[src/common/kbd_pkg.sv]
package kbd_pkg;

	////////////////////////////////////////
	// Timing and framing constants
	////////////////////////////////////////

	// Equal ps2_clk samples needed before the filtered level moves
	localparam int FILTER_LEN = 8;
	// About 100 us at 28 MHz without a falling edge drops a partial frame
	localparam int WATCHDOG_CYCLES = 2900;
	localparam int WATCHDOG_W = $clog2(WATCHDOG_CYCLES + 1);
	// Start, 8 data, odd parity, stop
	localparam int FRAME_BITS = 11;
	localparam int FRAME_CNT_W = $clog2(FRAME_BITS);

	// Scan-code set 2 prefix bytes
	localparam logic [7:0] CODE_EXTENDED = 8'hE0;
	localparam logic [7:0] CODE_BREAK = 8'hF0;

	////////////////////////////////////////
	// Types
	////////////////////////////////////////

	// One decoded key transition
	typedef struct packed {
		logic       extended;
		logic       released;
		logic [7:0] code;
	} key_event_t;

	// Prefix bytes seen so far in the current sequence
	typedef enum logic [1:0] {
		IDLE,
		EXT,
		BRK,
		EXT_BRK
	} dec_state_t;

	// Column and row of a key in the 8x8 matrix
	typedef struct packed {
		logic       valid;
		logic [2:0] col;
		logic [2:0] row;
	} matrix_pos_t;

	////////////////////////////////////////
	// Scan code to matrix position
	////////////////////////////////////////

	// Layout follows the C64 matrix, arrows take spare column 0 slots
	function automatic matrix_pos_t key_position(input key_event_t ev);
		matrix_pos_t pos;
		pos = '0;
		if (!ev.extended)
		begin
			case (ev.code)
				// Column 0
				8'h5A: pos = '{1'b1, 3'd0, 3'd1};
				// Column 1: 3 W A 4 Z S E, left shift
				8'h26: pos = '{1'b1, 3'd1, 3'd0};
				8'h1D: pos = '{1'b1, 3'd1, 3'd1};
				8'h1C: pos = '{1'b1, 3'd1, 3'd2};
				8'h25: pos = '{1'b1, 3'd1, 3'd3};
				8'h1A: pos = '{1'b1, 3'd1, 3'd4};
				8'h1B: pos = '{1'b1, 3'd1, 3'd5};
				8'h24: pos = '{1'b1, 3'd1, 3'd6};
				8'h12: pos = '{1'b1, 3'd1, 3'd7};
				// Column 2: 5 R D 6 C F T X
				8'h2E: pos = '{1'b1, 3'd2, 3'd0};
				8'h2D: pos = '{1'b1, 3'd2, 3'd1};
				8'h23: pos = '{1'b1, 3'd2, 3'd2};
				8'h36: pos = '{1'b1, 3'd2, 3'd3};
				8'h21: pos = '{1'b1, 3'd2, 3'd4};
				8'h2B: pos = '{1'b1, 3'd2, 3'd5};
				8'h2C: pos = '{1'b1, 3'd2, 3'd6};
				8'h22: pos = '{1'b1, 3'd2, 3'd7};
				// Column 3: 7 Y G 8 B H U V
				8'h3D: pos = '{1'b1, 3'd3, 3'd0};
				8'h35: pos = '{1'b1, 3'd3, 3'd1};
				8'h34: pos = '{1'b1, 3'd3, 3'd2};
				8'h3E: pos = '{1'b1, 3'd3, 3'd3};
				8'h32: pos = '{1'b1, 3'd3, 3'd4};
				8'h33: pos = '{1'b1, 3'd3, 3'd5};
				8'h3C: pos = '{1'b1, 3'd3, 3'd6};
				8'h2A: pos = '{1'b1, 3'd3, 3'd7};
				// Column 4: 9 I J 0 M K O N
				8'h46: pos = '{1'b1, 3'd4, 3'd0};
				8'h43: pos = '{1'b1, 3'd4, 3'd1};
				8'h3B: pos = '{1'b1, 3'd4, 3'd2};
				8'h45: pos = '{1'b1, 3'd4, 3'd3};
				8'h3A: pos = '{1'b1, 3'd4, 3'd4};
				8'h42: pos = '{1'b1, 3'd4, 3'd5};
				8'h44: pos = '{1'b1, 3'd4, 3'd6};
				8'h31: pos = '{1'b1, 3'd4, 3'd7};
				// Columns 5 and 6: P L, right shift
				8'h4D: pos = '{1'b1, 3'd5, 3'd1};
				8'h4B: pos = '{1'b1, 3'd5, 3'd2};
				8'h59: pos = '{1'b1, 3'd6, 3'd4};
				// Column 7: 1 2 space Q
				8'h16: pos = '{1'b1, 3'd7, 3'd0};
				8'h1E: pos = '{1'b1, 3'd7, 3'd3};
				8'h29: pos = '{1'b1, 3'd7, 3'd4};
				8'h15: pos = '{1'b1, 3'd7, 3'd6};
				default: pos = '0;
			endcase
		end
		else
		begin
			// Only the cursor block is mapped among E0 codes
			case (ev.code)
				8'h74: pos = '{1'b1, 3'd0, 3'd2};
				8'h75: pos = '{1'b1, 3'd0, 3'd3};
				8'h6B: pos = '{1'b1, 3'd0, 3'd4};
				8'h72: pos = '{1'b1, 3'd0, 3'd7};
				default: pos = '0;
			endcase
		end
		return pos;
	endfunction

endpackage

[src/ps2/ps2_receiver.sv]
`timescale 1ns/1ns

module ps2_receiver (
	input  logic       clk,
	input  logic       rst_n,
	input  logic       ps2_clk,
	input  logic       ps2_data,
	output logic       rx_done,
	output logic [7:0] rx_byte,
	output logic       frame_error
);
	import kbd_pkg::*;

	// Clock line filter and edge detect
	logic [FILTER_LEN-1:0]  clk_filter;
	logic                   clk_filt;
	logic                   clk_filt_d;
	logic                   fall;
	// Two-stage sync on the data line
	logic [1:0]             data_sync;
	// Frame assembly
	logic [FRAME_BITS-1:0]  shift_reg;
	logic [FRAME_BITS-1:0]  frame_next;
	logic [FRAME_CNT_W-1:0] bit_cnt;
	logic                   last_bit;
	logic                   frame_ok;
	logic [WATCHDOG_W-1:0]  watchdog;

	////////////////////////////////////////
	// Glitch filter
	////////////////////////////////////////

	always_ff @(posedge clk or negedge rst_n)
	begin
		if (!rst_n)
		begin
			// Idle PS/2 lines sit high
			clk_filter <= '1;
			clk_filt   <= 1'b1;
			clk_filt_d <= 1'b1;
			data_sync  <= 2'b11;
		end
		else
		begin
			clk_filter <= {clk_filter[FILTER_LEN-2:0], ps2_clk};
			// Level moves only after a full run of equal samples
			if (clk_filter == '0)
				clk_filt <= 1'b0;
			else if (clk_filter == '1)
				clk_filt <= 1'b1;
			clk_filt_d <= clk_filt;
			data_sync  <= {data_sync[0], ps2_data};
		end
	end

	assign fall = clk_filt_d & ~clk_filt;

	////////////////////////////////////////
	// Frame check
	////////////////////////////////////////

	// LSB first, so new bits enter at the top
	assign frame_next = {data_sync[1], shift_reg[FRAME_BITS-1:1]};
	assign last_bit   = (bit_cnt == FRAME_CNT_W'(FRAME_BITS - 1));
	// Start low, stop high, odd parity over data and parity bit
	assign frame_ok   = ~frame_next[0] & frame_next[FRAME_BITS-1] & (^frame_next[9:1]);

	always_ff @(posedge clk or negedge rst_n)
	begin
		if (!rst_n)
		begin
			bit_cnt     <= '0;
			watchdog    <= WATCHDOG_W'(WATCHDOG_CYCLES);
			rx_done     <= 1'b0;
			frame_error <= 1'b0;
		end
		else
		begin
			rx_done     <= 1'b0;
			frame_error <= 1'b0;
			if (fall)
			begin
				// Every edge restarts the inactivity timeout
				watchdog <= WATCHDOG_W'(WATCHDOG_CYCLES);
				if (last_bit)
				begin
					bit_cnt     <= '0;
					rx_done     <= frame_ok;
					frame_error <= ~frame_ok;
				end
				else
					bit_cnt <= bit_cnt + 1'b1;
			end
			else if (watchdog == '0)
				// Line went quiet mid-frame, drop what we have
				bit_cnt <= '0;
			else
				watchdog <= watchdog - 1'b1;
		end
	end

	// Shift register and received byte
	always_ff @(posedge clk)
	begin
		if (fall)
			shift_reg <= frame_next;
		if (fall && last_bit && frame_ok)
			rx_byte <= frame_next[8:1];
	end

endmodule

[src/ps2/ps2_scancode_decoder.sv]
`timescale 1ns/1ns

module ps2_scancode_decoder (
	input  logic               clk,
	input  logic               rst_n,
	input  logic               rx_done,
	input  logic [7:0]         rx_byte,
	input  logic               frame_error,
	output logic               key_valid,
	output kbd_pkg::key_event_t key
);
	import kbd_pkg::*;

	dec_state_t state;
	dec_state_t state_next;
	logic       is_prefix;
	logic       ext_flag;
	logic       rel_flag;

	////////////////////////////////////////
	// Prefix tracking
	////////////////////////////////////////

	assign is_prefix = (rx_byte == CODE_EXTENDED) || (rx_byte == CODE_BREAK);
	// Flags of the pending sequence
	assign ext_flag  = (state == EXT) || (state == EXT_BRK);
	assign rel_flag  = (state == BRK) || (state == EXT_BRK);

	always_comb
	begin
		state_next = state;
		if (frame_error)
			// A lost byte may have been a prefix, start over
			state_next = IDLE;
		else if (rx_done)
		begin
			if (rx_byte == CODE_EXTENDED)
				state_next = EXT;
			else if (rx_byte == CODE_BREAK)
				state_next = ext_flag ? EXT_BRK : BRK;
			else
				// Final code byte closes the sequence
				state_next = IDLE;
		end
	end

	always_ff @(posedge clk or negedge rst_n)
	begin
		if (!rst_n)
		begin
			state     <= IDLE;
			key_valid <= 1'b0;
		end
		else
		begin
			state     <= state_next;
			// Strobe only for a code byte, never a prefix
			key_valid <= rx_done & ~is_prefix;
		end
	end

	////////////////////////////////////////
	// Event payload
	////////////////////////////////////////

	always_ff @(posedge clk)
	begin
		if (rx_done && !is_prefix)
		begin
			key.extended <= ext_flag;
			key.released <= rel_flag;
			key.code     <= rx_byte;
		end
	end

endmodule

[src/hw/key_matrix.sv]
`timescale 1ns/1ns

module key_matrix (
	input  logic                clk,
	input  logic                rst_n,
	input  logic                key_valid,
	input  kbd_pkg::key_event_t key,
	input  logic [7:0]          col_sel,
	output logic [7:0]          row_out
);
	import kbd_pkg::*;

	// Pressed flags, indexed column then row
	logic [7:0][7:0] pressed;
	logic [7:0]      rows_low;
	matrix_pos_t     pos;

	////////////////////////////////////////
	// Key state update
	////////////////////////////////////////

	// Table lookup for the incoming event
	assign pos = key_position(key);

	always_ff @(posedge clk or negedge rst_n)
	begin
		if (!rst_n)
			// All keys up after reset
			pressed <= '0;
		else if (key_valid && pos.valid)
			// Make sets, break clears
			pressed[pos.col][pos.row] <= ~key.released;
	end

	////////////////////////////////////////
	// Column scan
	////////////////////////////////////////

	always_comb
	begin
		rows_low = '0;
		for (int c = 0; c < 8; c++)
		begin
			// Low select bit enables the column
			if (!col_sel[c])
				rows_low = rows_low | pressed[c];
		end
	end

	// Rows read active low, union of all selected columns
	assign row_out = ~rows_low;

endmodule

[src/hw/kbd_top.sv]
`timescale 1ns/1ns

module kbd_top (
	input  logic                clk,
	input  logic                rst_n,
	input  logic                ps2_clk,
	input  logic                ps2_data,
	input  logic [7:0]          col_sel,
	output logic [7:0]          row_out,
	output logic                key_valid,
	output kbd_pkg::key_event_t key,
	output logic                frame_error
);

	// Receiver to decoder byte strobe
	logic       rx_done;
	logic [7:0] rx_byte;

	////////////////////////////////////////
	// PS/2 front end
	////////////////////////////////////////

	ps2_receiver i_receiver (
		.clk         (clk),
		.rst_n       (rst_n),
		.ps2_clk     (ps2_clk),
		.ps2_data    (ps2_data),
		.rx_done     (rx_done),
		.rx_byte     (rx_byte),
		.frame_error (frame_error)
	);

	// Folds E0 and F0 into events
	ps2_scancode_decoder i_decoder (
		.clk         (clk),
		.rst_n       (rst_n),
		.rx_done     (rx_done),
		.rx_byte     (rx_byte),
		.frame_error (frame_error),
		.key_valid   (key_valid),
		.key         (key)
	);

	////////////////////////////////////////
	// CPU side matrix
	////////////////////////////////////////

	key_matrix i_matrix (
		.clk       (clk),
		.rst_n     (rst_n),
		.key_valid (key_valid),
		.key       (key),
		.col_sel   (col_sel),
		.row_out   (row_out)
	);

endmodule

[config.mk]
export PLATFORM = sky130hd
export DESIGN_NAME = kbd_top
export DESIGN_NICKNAME = d
export VERILOG_FILES = /design/src/common/kbd_pkg.sv /design/src/ps2/ps2_receiver.sv /design/src/ps2/ps2_scancode_decoder.sv /design/src/hw/key_matrix.sv /design/src/hw/kbd_top.sv
export SDC_FILE = /design/constraint.sdc
export NUM_CORES = 1
export LEC_CHECK = 0
export BUFFER_PORTS_ARGS = -buffer_cell sky130_fd_sc_hd__buf_2
export CORE_MARGIN = 2
export CORE_UTILIZATION = 45
export DETAILED_ROUTE_END_ITERATION = 7
export SLEW_MARGIN = 0
export SYNTH_ARGS = -nofsm -noshare
export SYNTH_HDL_FRONTEND = slang
export SYNTH_SLANG_ARGS = --single-unit
[constraint.sdc]
create_clock -name clk -period 5.7 [get_ports clk]
set_input_delay 0.285 -clock clk [delete_from_list [all_inputs] [get_ports clk]]
set_output_delay 0.285 -clock clk [all_outputs]
set_load 0.1 [all_outputs]
==> results.txt <==
fin util -> 51.9%
FMAX -> 332 MHz
CP Launch Type -> register
Synth-to-Final Area Change -> 12.3%
Setup WS post-layout -> 2.69 ns
setup bufs post-CTS -> 0
CP arrival -> 3.36 ns
largest net degree at the start of global routing -> 71
Post-Syn Instances -> 674
initial antenna violation count -> 0
maximum VDD drop -> 0.245 mV
GR peak layer -> met2
Critical Setup Path Class -> reg -> reg
DRC -> 0
Final setup viols -> 0
leakage power -> 0.00292 uW
placed inst area -> 6960 sq um
CP max-delay cell -> dfrtp_1
share of cells above drive strength 1 -> 15.9%
Netlist Area Pre-Place -> 6740 sq um
final worst-path cycle share -> 52.8%
CP Capture Type -> register
Root Buffer -> clkbuf_16
Max-slew headroom -> 27.3%
Core Region -> 14600 sq um
power per standard cell area -> 304 nW/um^2
Tot Pwr -> 2300 uW
clk sinks -> 132
num rows -> 44
drt via density -> 5.84
Worst Hold Class -> in -> async
max-cap violations -> 0
Async S/R FF share, synth -> 73.5%
first-pass iteration count of the detailed router -> 5
global route overflow -> 0
Clock Tree Buf Depth -> 2
setup TNS -> 0 ns
Post-Place Worst Slack -> 2.76 ns
first-pass GRT wire length -> 26.7 mm
Top reg by flops -> i_matrix.pressed
Finished Cell Area -> 7580 sq um
RSZ-0062 raised after global routing -> no
Final Critical Period -> 3.01 ns
Post-synth EDFFs -> 28
number of synthesized register bits -> 132
H-tree lvl count -> 4
fillcell total -> 1339
Sequential Area -> 3430 sq um
Seq/Total Area, Yosys -> 50.9%
status -> finished, final reports clean
DRT Wirelength -> 16.1 mm
largest registers -> i_matrix.pressed x64, i_receiver.watchdog x12
Die Width -> 126 um
wire per inst -> 18.1 um
IO buf count -> 31
clock skew -> 0.00776 ns
CP max FO -> 9
initial core utilization -> 46.2%
post-synth cell types -> 79
final hold vios -> 0
GRT Total Usage -> 21.0%
slew at the pin closest to its max-slew limit -> 1.06 ns
CTS clk-pin slew, worst paths -> 0.07 ns
Post-Syn Nets -> 696
met3 usage -> 5.15%
CP max stage delay -> 0.58 ns
dominant register cell in the synthesized netlist -> dfrtp_1
Via Count -> 5182
Avg Inst Size Synth -> 10.0 sq um
net count reported at finish -> 713
dpl hpwl -> 11.0 mm
Iter 0 DRT Violations -> 473
crit-path cells -> mux2_2 > a41oi_1 > inv_1 > ha_1 > nand2b_1 > a2111oi_0 > a21oi_1 > o211ai_1
# IOs -> 32
final slew viol count -> 0
Largest register FFs -> 64
met2 GRT Util -> 34.8%
CTS tree -> built
met1 Track Usage GR -> 27.8%
remaining antenna violation count -> 0
required time of the critical path -> 6.05 ns
Final GP Congestion -> 0.875
ANT cells -> 0
Die Y -> 126 um
Skew-Pair Late Insertion Delay -> 0.42 ns
total CTS buffers -> 17
Die ar. -> 16000 sq um
vias in the first global route -> 5083
Synthesis Warnings -> 0
area of the multi-input gates -> 2810 sq um
[worst max-delay path: cells and delay by family, from the launching register on]
kind	cells	cell delay, ns
compound gates	4	1.19
flops	1	0.58
mux	1	0.38
fa+ha+maj	1	0.32
simple gates	1	0.28
buf+inv	1	0.18
[per-stage QoR]
step	hold WS, ns	cells
after CTS	0.337	888
after floorplan	-0.0106	674
final	0.330	888
after detailed placement	0.236	853
after global routing	0.359	888
after global placement	0.236	853
[worst paths after layout]
kind                                         start                 endpoint  slack [ns]  cells past startpoint
min in group clk           i_receiver.data_sync[0]  i_receiver.data_sync[1]        0.36                      0
setup / recovery                i_receiver.rx_done                 register        2.69                      8
hold / removal                               rst_n     i_matrix.pressed[35]        0.33                      2
max in group asynchronous                    rst_n   i_receiver.watchdog[7]        4.15                      3
setup reg to reg                i_receiver.rx_done                 register        2.69                      8
hold reg to reg            i_receiver.data_sync[0]  i_receiver.data_sync[1]        0.36                      0
[logic make-up after synthesis]
group           after synthesis  synth area share (%)
xor+xnor                     16                  2.08
mux                          29                  4.36
compound gates              199                  19.7
flops                       132                  50.9
simple gates                167                  13.7
fa+ha+maj                    10                  1.86
buf+inv                     121                  7.42
[power breakdown]
group	switching (uW)	leakage [uW]	internal, uW	total [uW]
clock network	468	0.000280	620	1090
logic	81.4	0.00106	59.2	141
registers	46.2	0.00159	1030	1070
[timing repair]
item,4_1_cts,5_1_grt
hold endpoints to repair,24,0
resized for setup,0,0
setup endpoints to repair,0,0
hold buffers,3,0
[synthesized netlist by cell type, drive strengths merged (3+ instances only)]
| cell type | instances | area share (%) |
|---|---|---|
| nor4 | 19 | 1.9 |
| or3 | 4 | 0.37 |
| nor2b | 3 | 0.28 |
| mux2 | 3 | 0.50 |
| inv | 82 | 4.6 |
| nor3 | 21 | 1.8 |
| a211oi | 5 | 0.63 |
| ha | 10 | 1.9 |
| o21ai | 29 | 2.4 |
| edfxtp | 28 | 12 |
| a31oi | 33 | 3.1 |
| a21oi | 46 | 3.5 |
| dfxtp | 7 | 2.1 |
| dfrtp | 79 | 29 |
| nand3 | 9 | 0.67 |
| o221ai | 3 | 0.39 |
| nand2 | 46 | 2.6 |
| nor3b | 5 | 0.78 |
| mux2i | 26 | 3.9 |
| xor2 | 5 | 0.65 |
| a22o | 3 | 0.39 |
| and2 | 4 | 0.37 |
| nand4 | 5 | 0.46 |
| xnor2 | 11 | 1.4 |
| buf | 14 | 1.5 |
| o22ai | 33 | 3.1 |
| o31ai | 18 | 2.2 |
| a41oi | 3 | 0.39 |
| nor2 | 30 | 1.7 |
| clkbuf | 25 | 1.4 |
| nand2b | 7 | 0.65 |
| dfstp | 18 | 7.0 |
[cells in the final DEF (no fill, tap or decap), types with 10 or more instances in the layout]
master | Yosys | final
inv_1 | 81 | 81
dfrtp_1 | 79 | 79
nand2_1 | 45 | 45
a21oi_1 | 45 | 45
o22ai_1 | 33 | 33
a31oi_1 | 33 | 33
buf_2 | 7 | 30
nor2_1 | 28 | 28
edfxtp_1 | 28 | 28
mux2i_1 | 26 | 26
o21ai_0 | 24 | 24
nor3_1 | 18 | 18
dfstp_2 | 18 | 18
nor4_1 | 17 | 17
o31ai_1 | 17 | 17
clkbuf_16 | 0 | 17
xnor2_1 | 11 | 11
ha_1 | 10 | 10
[routing by layer]
| metal | part of all wire, % | vias to the layer above |
|---|---|---|
| li1 | - | 2490 |
| met1 | 46 | 2554 |
| met2 | 49 | 122 |
| met3 | 3.9 | 16 |
| met4 | 1.3 | 0 |
| met5 | 0 | - |
[cell type report]
type | instances | share of cell area (%)
flip-flops and latches | 132 | 45.3
multi-input cells | 421 | 37.1
clock buffers | 17 | 5.62
inverters | 82 | 4.06
well taps | 184 | 3.04
repair buffers | 37 | 2.77
clock inverters | 15 | 2.10
Note: power is estimated with default switching activity, not from simulation.
